==> src/verilog/keccak_macros.svh <==
////////////////////////////////////////////////////////////
// Keccak-512 engine sizes
// state, rate, digest, rounds, message word, input credits
////////////////////////////////////////////////////////////
`ifndef KECCAK_MACROS_SVH
`define KECCAK_MACROS_SVH

// full Keccak-f[1600] state
`define KECCAK_STATE_W 1600

// rate for c = 1024, 18 words of 32 bits
`define KECCAK_RATE_W 576

// first 512 state bits form the hash
`define KECCAK_DIGEST_W 512

// rounds per permutation, one per cycle
`define KECCAK_ROUNDS 24

// message word from the source
`define KECCAK_WORD_W 32

// padder input buffer depth, source credits after reset
`define KECCAK_IN_CREDITS 4

`endif

==> src/verilog/keccak_pkg.sv <==
////////////////////////////////////////////////////////////
// Keccak-512 shared types
// message word, state views and rate block
////////////////////////////////////////////////////////////
`default_nettype none

`include "keccak_macros.svh"

package keccak_pkg;

    // one message word as streamed by the source
    typedef struct packed {
        logic [`KECCAK_WORD_W-1:0] data;     // first message byte in top byte
        logic                      last;     // final word of the message
        logic [1:0]                byte_num; // valid bytes in a final word, 0..3
    } msg_word_t;

    // permutation state, flat or as 25 lanes of 64 bits
    // lane index is x + 5y, lane 0 sits in the top bits
    // lane bit 0 is the lane LSB, bytes little-endian as in Keccak
    typedef union packed {
        logic [`KECCAK_STATE_W-1:0] flat;
        logic [0:24][63:0]          lane;
    } state_u;

    // one rate block, message byte order, byte 0 at the top
    typedef logic [`KECCAK_RATE_W-1:0] block_t;

endpackage

`default_nettype wire

==> src/verilog/keccak_padder.sv <==
////////////////////////////////////////////////////////////
// Keccak-512 padder
// credit word buffer, 576-bit block assembly, pad10*1
////////////////////////////////////////////////////////////
`timescale 1ns/1ps
`default_nettype none

`include "keccak_macros.svh"

module keccak_padder (
    input  wire logic                  clk,
    input  wire logic                  reset,
    input  wire logic                  in_valid,
    input  wire keccak_pkg::msg_word_t in_word,
    output logic                       in_credit,   // one credit back per pop
    input  wire logic                  ack,
    output keccak_pkg::block_t         block,
    output logic                       block_ready,
    output logic                       block_last,  // block ends the message
    output logic                       first_block  // block starts a message
);

    localparam int depth  = `KECCAK_IN_CREDITS;
    localparam int ptr_w  = $clog2(depth);
    localparam int words  = `KECCAK_RATE_W / `KECCAK_WORD_W; // 18 per block
    localparam int widx_w = $clog2(words);

    keccak_pkg::msg_word_t     fifo_mem [depth];
    logic [ptr_w-1:0]          wr_ptr;
    logic [ptr_w-1:0]          rd_ptr;
    logic [ptr_w:0]            count;
    logic                      pop;
    keccak_pkg::msg_word_t     head;
    logic [`KECCAK_WORD_W-1:0] byte_mask; // valid bytes of a final word
    logic [`KECCAK_WORD_W-1:0] pad_word;
    logic [widx_w-1:0]         widx;      // next word slot in the block
    keccak_pkg::block_t        next_block;

    function automatic logic [ptr_w-1:0] ptr_inc(input logic [ptr_w-1:0] p);
        ptr_inc = (p == ptr_w'(depth - 1)) ? '0 : p + 1'b1;
    endfunction

    assign head      = fifo_mem[rd_ptr];
    assign pop       = (count != '0) && !block_ready; // hold off while a block waits
    assign in_credit = pop;

    assign byte_mask = ~({`KECCAK_WORD_W{1'b1}} >> {head.byte_num, 3'b000});
    assign pad_word  = head.last
        ? ((head.data & byte_mask)
           | ({8'h01, {(`KECCAK_WORD_W-8){1'b0}}} >> {head.byte_num, 3'b000})) // 0x01 after data
        : head.data;

    always_ff @(posedge clk) begin
        if (in_valid)
            fifo_mem[wr_ptr] <= in_word;
    end

    always_ff @(posedge clk) begin
        if (reset) begin
            wr_ptr <= '0;
            rd_ptr <= '0;
            count  <= '0;
        end else begin
            if (in_valid)
                wr_ptr <= ptr_inc(wr_ptr);
            if (pop)
                rd_ptr <= ptr_inc(rd_ptr);
            if (in_valid && !pop)
                count <= count + 1'b1;
            else if (!in_valid && pop)
                count <= count - 1'b1;
        end
    end

    // slot write, zero fill after a final word, 0x80 into byte 71
    always_comb begin
        next_block = block;
        for (int k = 0; k < words; k++) begin
            if (k == widx)
                next_block[`KECCAK_RATE_W-1-`KECCAK_WORD_W*k -: `KECCAK_WORD_W] = pad_word;
            else if (head.last && k > widx)
                next_block[`KECCAK_RATE_W-1-`KECCAK_WORD_W*k -: `KECCAK_WORD_W] = '0;
        end
        if (head.last)
            next_block[7:0] = next_block[7:0] | 8'h80; // may merge with 0x01 to 0x81
    end

    always_ff @(posedge clk) begin
        if (pop)
            block <= next_block;
    end

    always_ff @(posedge clk) begin
        if (reset) begin
            widx        <= '0;
            block_ready <= 1'b0;
            block_last  <= 1'b0;
            first_block <= 1'b1;
        end else if (ack) begin
            block_ready <= 1'b0;
            first_block <= block_last; // next block opens a new message
        end else if (pop) begin
            if (head.last || widx == widx_w'(words - 1)) begin
                block_ready <= 1'b1;
                block_last  <= head.last;
                widx        <= '0;
            end else begin
                widx <= widx + 1'b1;
            end
        end
    end

    // source must only send against a credit it holds
    a_no_overflow: assert property (@(posedge clk) disable iff (reset)
        in_valid |-> (count != depth))
        else $error("message word arrived with the input buffer full");

endmodule

`default_nettype wire

==> config.mk <==
export PLATFORM = sky130hd
export DESIGN_NAME = keccak_padder
export DESIGN_NICKNAME = d
export VERILOG_FILES = /design/src/verilog/keccak_pkg.sv /design/src/verilog/keccak_padder.sv
export VERILOG_INCLUDE_DIRS = /design/src /design/src/verilog
export SDC_FILE = /design/constraint.sdc
export NUM_CORES = 1
export LEC_CHECK = 0
export ABC_CLOCK_PERIOD_IN_PS = 13900
export BUFFER_PORTS_ARGS = -buffer_cell sky130_fd_sc_hd__buf_2
export CAP_MARGIN = 10
export CORE_AREA = 3 3 239 241
export CTS_CLUSTER_DIAMETER = 40
export DETAILED_ROUTE_END_ITERATION = 10
export DIE_AREA = 0 0 242 244
export GPL_TIMING_DRIVEN = 0
export PLACE_DENSITY = 0.73
export SETUP_SLACK_MARGIN = 0.15
export SYNTH_ARGS = -nofsm -noshare
export SYNTH_HDL_FRONTEND = slang
export SYNTH_SLANG_ARGS = --single-unit
==> constraint.sdc <==
create_clock -name clk -period 13.9 [get_ports clk]
set_input_delay 0 -clock clk [delete_from_list [all_inputs] [get_ports clk]]
set_output_delay 0 -clock clk [all_outputs]
set_load 0.02 [all_outputs]
Word-level counts from Yosys, hierarchy flattened
Memories as Yosys holds them, arrays and structs flattened. A register that Yosys moved wholly into a read port is not among the register bits.
Index checks and enable logic that the tools add are counted.
{ "word_totals": {"register_bits": 591, "mem_bits_rw": 140, "input_bits": 39, "output_inout_bits": 580, "word_cells": 188, "mem_count": 1} }
{ "classes": {"n_addsub": 5, "order_cmp": 17, "eq_ne": 20, "n_shift": 2, "muxes": 44, "bitwise_logic": 4, "n_reduce_logical": 68} }
{ "memory_table": {"columns": ["name", "words", "width", "read_ports", "rd_clocked_by_memory_dff", "write_ports", "line_no", "source"], "rows": [
  ["fifo_mem", 4, 35, 1, 1, 1, "keccak_padder.sv:28", "keccak_pkg::msg_word_t fifo_mem [depth];"]
]} }
{ "op_table": {"columns": ["cell", "n"], "rows": [
  ["two-way mux 32 bit", 35],
  ["AND reduction 2 bit", 21],
  ["equality test 4 x 5 -> 1 bit, first input constant", 8],
  ["> comparator 4 x 5 -> 1 bit, first input constant", 8],
  ["nonzero test 2 bit", 18],
  ["AND 32 bit", 1],
  ["NOT 32 bit", 1],
  ["OR 32 bit", 1],
  [">> shifter 25 x 5 -> 32 bit, first input constant", 1],
  [">> shifter 32 x 5 -> 32 bit, first input constant", 1],
  ["equality test 3 x 5 -> 1 bit, first input constant", 4],
  ["> comparator 3 x 5 -> 1 bit, first input constant", 4],
  ["logical AND 1 bit", 20],
  ["equality test 2 x 5 -> 1 bit, first input constant", 2],
  ["equality test 5 bit, first input constant", 2],
  ["> comparator 2 x 5 -> 1 bit, first input constant", 2],
  ["> comparator 5 bit, first input constant", 2],
  ["two-way mux 2 bit", 4],
  ["two-way mux 3 bit", 2],
  ["nonzero test 3 bit", 2],
  ["adder 5 x 1 -> 5 bit, second input constant", 1],
  ["equality test 1 x 5 -> 1 bit, first input constant", 1],
  ["equality test 5 bit, second input constant", 1],
  ["> comparator 1 x 5 -> 1 bit, first input constant", 1],
  ["other kinds (12)", 17]
]} }

Longest topological paths before layout
Gate-level depths: netlist of the first run.
{ "depth": {"ltp_word": 6, "mapped_depth": 11, "mapped_depth_nobuf": 8} }

Worst setup path before layout of the first run
No wires, ideal clock.
{ "synth_timing": {"path_kind": "flip-flop to flip-flop", "from": "reg with a tool-made name", "to": "reg block[128], enable pin", "setup_time_ns": 0.595, "arrival_time_ns": 6.124, "required_ns": 13.305, "path_slack_ns": 7.180, "path_stages_with_launch": 6, "n_path_buf": 2, "period_less_slack_ns": 6.720, "path_cell_list": "dfxtp_1 buf_2 mux4_2 buf_2 a21oi_1 a2111oi_0"} }
{ "synth_lines": {"columns": ["item", "line_no", "source"], "rows": [
  ["end signal: assignment", "keccak_padder.sv:90", "block <= next_block;"],
  ["end: declaration", "keccak_padder.sv:17", "output keccak_pkg::block_t block,"]
]} }

Worst setup path in the final report of the first run
{ "layout_timing": {"from": "reg count[0]", "to": "reg count[2]"} }
{ "layout_between": {"elab_chain_len": 5, "word_cells_on_any_way": 10, "cone_classes": "add/sub: 2; mux: 2; reduce/logical: 6"} }
{ "layout_lines": {"columns": ["item", "line_no", "source"], "rows": [
  ["start: declaration", "keccak_padder.sv:31", "logic [ptr_w:0] count;"],
  ["start signal: assignment", "keccak_padder.sv:69", "count <= count + 1'b1;"],
  ["start signal: assignment", "keccak_padder.sv:71", "count <= count - 1'b1;"],
  ["parallel branches: the longest is 5 deep, another holds subtractor 3 x 1 -> 3 bit", null, null]
]} }
Several ways; the timed one is not identified. The select of a mux whose other input is x is not followed.
A chain may end at the register's enable or synchronous reset.

==> impl_metrics.ini, run 1 <==
[outcome]
outcome = completed

[critical_path]
cpMaxStageDelayCell = clkbuf_1
reg2regPathDepth = 11
critPathKind = register to register
reg2reg_slack_ns = 9.90
critPathCapture = count[2]$_SDFFE_PP0P_
path_delay_family = buffers and inverters
required_ns = 14.47
path_common_cell = clkbuf_1
cp-end-kind = register
rr_startpoint = count[0]$_SDFFE_PP0P_
worstPathArrival_ns = 4.57
cp-startpoint = count[0]$_SDFFE_PP0P_
r2r_end = count[2]$_SDFFE_PP0P_
slowest_delay_ns = 0.89
crit_cells = 11
critPathLaunchType = register
crit_chain = or3_1 > clkbuf_1 > nand2b_1 > clkbuf_1 > clkbuf_1 > ha_1 > inv_1 > fa_1 > xor2_1 > or3_1 > a21oi_1
crit_buf_inv = 4
critPathMaxFanout = 10

[floorplan]
die_w_um = 242
die_h_um = 244
num_rows = 86
design.core.area_um2 = 55090
die_area_um2 = 59050
ios = 619
start_util_pct = 48.42

[synthesis]
synth-simple-area-share_pct = 9.353
synthFlopType = edfxtp_1
synth_area_leader_cell = edfxtp_1
synth_seq_cells = 733
syn_area_per_cell_um2 = 16.30
synth_top_family_by_area = simple AND/OR/NAND/NOR gates
seq_area_frac_synth_pct = 81.88
synthArstFlopShare_pct = 0
synth_mux_area_share_pct = 3.340
syn_area_um2 = 26670
synth_compound_area_share_pct = 2.115
synth_top_area_share_pct = 80.60
yosys_warnings = 0
synth-edff-count = 716
synthAdderAreaFrac_pct = 0.4972
synthesis.nets = 1685
synth_xor_xnor_area_share_pct = 0.1642
netlist_instances = 1636
synth_cell_type_count = 51
yosys-top-cells-area = edfxtp_1 81%, nor2_1 7.4%, mux4_2 3.0%, dfxtp_1 1.3%, clkbuf_1 0.90%

[layout]
mostFrequentLayoutCell = edfxtp_1
n_fill_cell = 3855
mostFrequentLayoutCells = 716 x edfxtp_1, 641 x buf_2, 525 x nor2_1, 95 x clkbuf_16, 71 x clkbuf_1
layoutNonFillerInstCount = 3248
fin_nets = 2473
utilization_pct = 63.91
layout-drive-gt1-share_pct = 37.47
area_growth_syn_to_layout_pct = 31.99

[run]
max_cap_viol_count = 0

[placement]
dpl.hpwl_um = 60360
post-place-ws_ns = 9.908
io_buffers = 618
gp_congestion = 0.8807
dp_cells = 3037

[sta]
final.setup.worst_slack_ns = 9.905
maxSlewViolCount = 0
worst_slew_pin_slew_ns = 1.121
fmax_mhz = 250.3
hold_viol = 0
rsz0062_at_grt = no
fin_skew_ns = 0.04798
setup_viol = 0
setup-tns-final_ns = 0
relSlewSlack_pct = 25.27
finalCritPeriodShare_pct = 28.74
period_minus_slack_ns = 3.995

[clocking]
clk_latency_ns = 0.66
cts_root_buffer = clkbuf_16
cts_buffer_depth = 3
numCtsBuffers = 94
cts_tree = yes
htreeDepth = 3
clk_pin_slew_ns = 0.06
cts_sinks = 733
post_cts_buffers = 0

[global_routing]
grt_max_degree = 33
grt_pass1_wl_um = 123400
grt_pass1_vias = 17490
antenna_found_initial = 2
overflow = 0
track_usage_pct = 29.09

[drt]
via_per_inst = 5.439
drtIter0Drc = 1758
vias = 17670
drcViolationCount = 0
drt_first_pass_iters = 5
post_drt_wl_per_cell_um = 26.93
wl_um = 87470
ant_nets = 0

[pwr]
vdd_drop_max_uv = 141.2
p_leak_uw = 0.01373
p_per_area_nw_per_um2 = 267.6

[hold_path]
hold_path.class = input pin to register
-- report_power, final --
part	total [µW]	switching [µW]	internal, µW
Clock	2550	997	1560
Combinational	3370	2520	843
Sequential	3500	214	3290
-- synthesized netlist by cell type (2+ instances only) --
library cell,count
and2_1,6
nand2_4,7
nand3_1,9
nor2b_1,2
o21ai_2,8
a21o_1,2
ha_1,9
a22oi_1,2
buf_4,18
mux4_2,35
nor3_1,23
inv_1,38
or3_1,3
nand4_1,3
mux2_2,2
and3_1,2
nand2b_1,2
buf_6,6
a31oi_1,2
buf_2,22
o21ai_0,6
clkbuf_1,64
buf_1,3
dfxtp_1,17
nand2_1,31
nor2_1,526
edfxtp_1,716
a21oi_1,32
o31ai_4,7
mux2i_1,8
xor2_1,5
-- flip-flops by register name (all words and copies together), names as in the netlist, named ones only --
signal	count
block_last	1
wr_ptr	2
first_block	1
count	3
widx	5
block_ready	1
fifo_mem	140
rd_ptr	2
block	576
-- worst min-delay path by stage --
stage | from | end | slack, ns | depth (start not counted)
floorplan | reset | first_block$_SDFFE_PP1P_ | 0.09 | 2
detailed placement | in_word[12] | fifo_mem[3][12]$_DFFE_PP_ | 0.22 | 1
global placement | in_word[21] | fifo_mem[0][21]$_DFFE_PP_ | 0.21 | 1
finish | in_word[7] | fifo_mem[1][7]$_DFFE_PP_ | 0.11 | 2
CTS | in_word[7] | fifo_mem[2][7]$_DFFE_PP_ | 0.06 | 2
global route | in_word[23] | fifo_mem[1][23]$_DFFE_PP_ | 0.10 | 2
-- routing by layer --
metal / share of wire, % / vias to the layer above / GRT usage [%]
met5: 0.010 / - / 0
met4: 4.3 / 2 / 13.49
met3: 9.4 / 186 / 6.996
met2: 51 / 1157 / 49.74
met1: 36 / 8865 / 35.16
li1: - / 7457 / -
-- cells by family (layout without fill, tap and decap cells) --
logic type	count (synthesis)	count (layout)
compound gates	71	71
xor+xnor	5	5
fa+ha+maj	10	10
buf+inv	151	1013
flops	733	733
mux	45	45
other cells	0	2
simple gates	621	621
-- area by class of cell --
class / instances / area [µm²] / share of cell area [%]
repair buffers: 692 / 4053 / 11.51
clock inverters: 68 / 955.9 / 2.715
plain buffers: 113 / 564.3 / 1.603
diodes: 2 / 5.005 / 0.01422
clock buffers: 102 / 2404 / 6.827
well taps: 748 / 935.9 / 2.658
inverters: 38 / 142.6 / 0.4051
multi-input cells: 752 / 4307 / 12.23
flip-flops and latches: 733 / 21840 / 62.03
-- metrics by stage --
| stage | total power [µW] | hold slack [ns] | instance area, µm² |
|---|---|---|---|
| 2_1_floorplan | 5268 | 0.09325 | 26670 |
| 3_3_place_gp | 6699 | 0.2085 | 30700 |
| 3_5_place_dp | 6883 | 0.2181 | 31450 |
| 4_1_cts | 9441 | 0.06122 | 35200 |
| 5_1_grt | 9690 | 0.1028 | 35200 |
| 6_report | 9420 | 0.1080 | 35210 |
-- repair_timing --
item | 4_1_cts | 5_1_grt
setup endpoints to repair | 0 | 0
hold buffers | 39 | 0
resized for setup | 0 | 0
hold endpoints to repair | 185 | 0
Note: power is estimated with default switching activity, not from simulation.
==> run 2: changes to the inputs <==
--- a/config.mk
+++ b/config.mk
@@ -6,15 +6,16 @@
 export SDC_FILE = /design/constraint.sdc
 export NUM_CORES = 1
 export LEC_CHECK = 0
-export ABC_CLOCK_PERIOD_IN_PS = 13900
+export ABC_AREA = 1
+export ABC_CLOCK_PERIOD_IN_PS = 4100
 export BUFFER_PORTS_ARGS = -buffer_cell sky130_fd_sc_hd__buf_2
 export CAP_MARGIN = 10
-export CORE_AREA = 3 3 239 241
+export CORE_AREA = 3 3 240 242
 export CTS_CLUSTER_DIAMETER = 40
 export DETAILED_ROUTE_END_ITERATION = 10
-export DIE_AREA = 0 0 242 244
+export DIE_AREA = 0 0 243 245
 export GPL_TIMING_DRIVEN = 0
-export PLACE_DENSITY = 0.73
+export PLACE_DENSITY = 0.72
 export SETUP_SLACK_MARGIN = 0.15
 export SYNTH_ARGS = -nofsm -noshare
 export SYNTH_HDL_FRONTEND = slang
==> constraint.sdc (replaced) <==
create_clock -name clk -period 4.1 [get_ports clk]
set_input_delay 0 -clock clk [delete_from_list [all_inputs] [get_ports clk]]
set_output_delay 0 -clock clk [all_outputs]
set_load 0.02 [all_outputs]
==> run 2 against run 1 <==
Against the previous run:
- maximum frequency increased by 12%
- global-route usage is 0.16 points lower
- cell area down 1.3%
- first-iteration DRC count increased by 15%
- power increased to 3.6 times the previous value
- sequential share of layout area rose by 0.82 points
- clock power increased to 3.1 times the previous value
- die area grew 0.82%
- clock skew up 0.0040 ns
- setup slack got worse by 9.4 ns
- critical path type unchanged
==> impl_metrics.ini, run 2 <==
[layout]
n_fill_cell = 4062
top_register = block
largest_reg_flops = 576
layout-drive-gt1-share_pct = 32.52
layoutNonFillerInstCount = 3457
mostFrequentLayoutCells = 716 x edfxtp_1, 646 x buf_2, 630 x nor2_1, 114 x nand2_1, 93 x clkbuf_16
fin_area_um2 = 34750
seq_area_um2 = 21840
reg.largest.list = block: 576 flops, fifo_mem: 140 flops, widx: 5 flops
fin_nets = 2683
mostFrequentLayoutCell = edfxtp_1
multiInputGateArea_um2 = 4240
area_growth_syn_to_layout_pct = 30.09

[critical_path]
required_ns = 4.66
cp-end-kind = register
critPathLaunchType = register
cpMaxStageDelayCell = buf_1
worstPathArrival_ns = 4.13
crit_chain = nor2_1 > nand2_1 > nand2_1 > clkbuf_1 > buf_1 > ha_1 > inv_1 > fa_1 > nor2_1 > nor2_1 > nand2_1 > o21ai_0 > a21oi_1
slowest_delay_ns = 0.95
critPathKind = register to register
path_delay_family = buffers and inverters
reg2regPathDepth = 13
crit_buf_inv = 3
critPathMaxFanout = 10
crit_cells = 13

[floorplan]
start_util_pct = 48.30
die_area_um2 = 59540
num_rows = 86
design.core.area_um2 = 55310
die_w_um = 243
ios = 619
die_h_um = 245

[synthesis]
netlist_instances = 1865
yosys_warnings = 0
synth_area_leader_cell = edfxtp_1
synthArstFlopShare_pct = 0
synth_cell_type_count = 34
seq_area_frac_synth_pct = 81.76
syn_area_per_cell_um2 = 14.32
syn_area_um2 = 26710
synth_top_area_share_pct = 80.49
yosys-top-cells-area = edfxtp_1 80%, nor2_1 8.9%, nand2_1 1.6%, dfxtp_1 1.3%, o21ai_0 1.2%
synth.most_common_cell = edfxtp_1
synthFlopType = edfxtp_1
netlist_top_cells_count = 716 x edfxtp_1, 632 x nor2_1, 114 x nand2_1, 66 x o21ai_0, 60 x inv_1
synthesis.nets = 1914
synth-edff-count = 716
synth_seq_cells = 733

[sta]
maxSlewViolCount = 0
setup_viol = 0
relSlewSlack_pct = 20.84
hold_viol = 0
rsz0062_at_grt = no
fmax_mhz = 280.0
worst_slew_pin_slew_ns = 1.187
final.setup.worst_slack_ns = 0.5281
period_minus_slack_ns = 3.572
finalCritPeriodShare_pct = 87.12
fin_skew_ns = 0.05195

[drt]
drt-met1-wl_um = 31840
dr_wl_met2_um = 43500
vias = 18650
drcViolationCount = 0
wl_met3_um = 8872
via_per_inst = 5.394
post_drt_wl_per_cell_um = 25.53
drt_first_pass_iters = 6
wl_um = 88270
top_layer = met5
drtIter0Drc = 2030
ant_nets = 0

[clocking]
cts_hold_buf = 39
post_cts_resize_count = 0
post_cts_buffers = 0
cts_root_buffer = clkbuf_16
clk_pin_slew_ns = 0.05
cts_tree = yes
cts_sinks = 733
numCtsBuffers = 92
cts_buffer_depth = 3
htreeDepth = 3
clk_latency_ns = 0.64

[placement]
gp_congestion = 0.8937
post-place-ws_ns = 0.5108
io_buffers = 618
placed_area_um2 = 31330
dpl.hpwl_um = 61090
dp_cells = 3249

[global_routing]
overflow = 0
track_usage_pct = 28.92
grt_pass1_vias = 17830
grt_max_degree = 36
grt_pass1_wl_um = 124600
antenna_found_initial = 4

[outcome]
outcome = completed

[hold_path]
hold_path.class = input pin to register
holdPathStages = 2

[pwr]
p_leak_uw = 0.01364
p_per_area_nw_per_um2 = 962.4
vdd_drop_max_uv = 729.2

[run]
max_cap_viol_count = 0
-- run 2: cell families (layout without fill, tap and decap cells) --
family	count (synthesis)	count (layout)	synth area share (%)
AOI/OAI and AO/OA	134	134	2.576
xor gates and xnor gates	1	1	0.03279
DFF	733	733	81.76
other	0	3	0
adders and majority gates	10	10	0.4965
buffers and inverters	180	1021	3.068
and+or+nand+nor	807	807	12.06
-- run 2: layout make-up --
| cell class | instances | share of cell area, % |
|---|---|---|
| diodes | 3 | 0.02160 |
| flip-flops and latches | 733 | 62.85 |
| plain buffers | 114 | 1.645 |
| clock buffers | 108 | 6.859 |
| repair buffers | 675 | 11.17 |
| inverters | 66 | 0.7129 |
| well taps | 748 | 2.693 |
| clock inverters | 58 | 1.843 |
| multi-input cells | 952 | 12.20 |
-- run 2: where the power goes --
| part | internal (µW) | switching (µW) | total (µW) | leakage (µW) |
|---|---|---|---|---|
| combinational | 3020 | 10000 | 13000 | 0.00515 |
| sequential | 11700 | 799 | 12500 | 0.00704 |
| clock | 4680 | 3230 | 7910 | 0.00145 |
| total | 19400 | 14100 | 33400 | 0.0136 |
-- run 2: final timing paths --
kind / start / end / slack, ns
hold reg to reg: first_block$_SDFFE_PP1P_ / first_block$_SDFFE_PP1P_ / 0.47
setup reg to reg: count[0]$_SDFFE_PP0P_ / count[2]$_SDFFE_PP0P_ / 0.53
hold / removal: in_word[26] / fifo_mem[0][26]$_DFFE_PP_ / 0.12
setup / recovery: count[0]$_SDFFE_PP0P_ / count[2]$_SDFFE_PP0P_ / 0.53
-- run 2: metrics by stage --
stage	TNS, ns	power [µW]	util (%)	hold slack (ns)
after floorplan	0	19240	-	0.06907
after global placement	-226.12	24930	55.59	0.2080
after detailed placement	0	25630	56.64	0.2173
after CTS	0	33510	62.82	0.08307
after global routing	0	34500	62.82	0.1196
final	0	33440	62.83	0.1199
-- run 2: routing by layer --
layer	GRT usage, %	vias up
met2	47.96	1266
met5	0	-
met1	36.38	9178
met4	13.51	4
met3	6.740	202
li1	-	7996
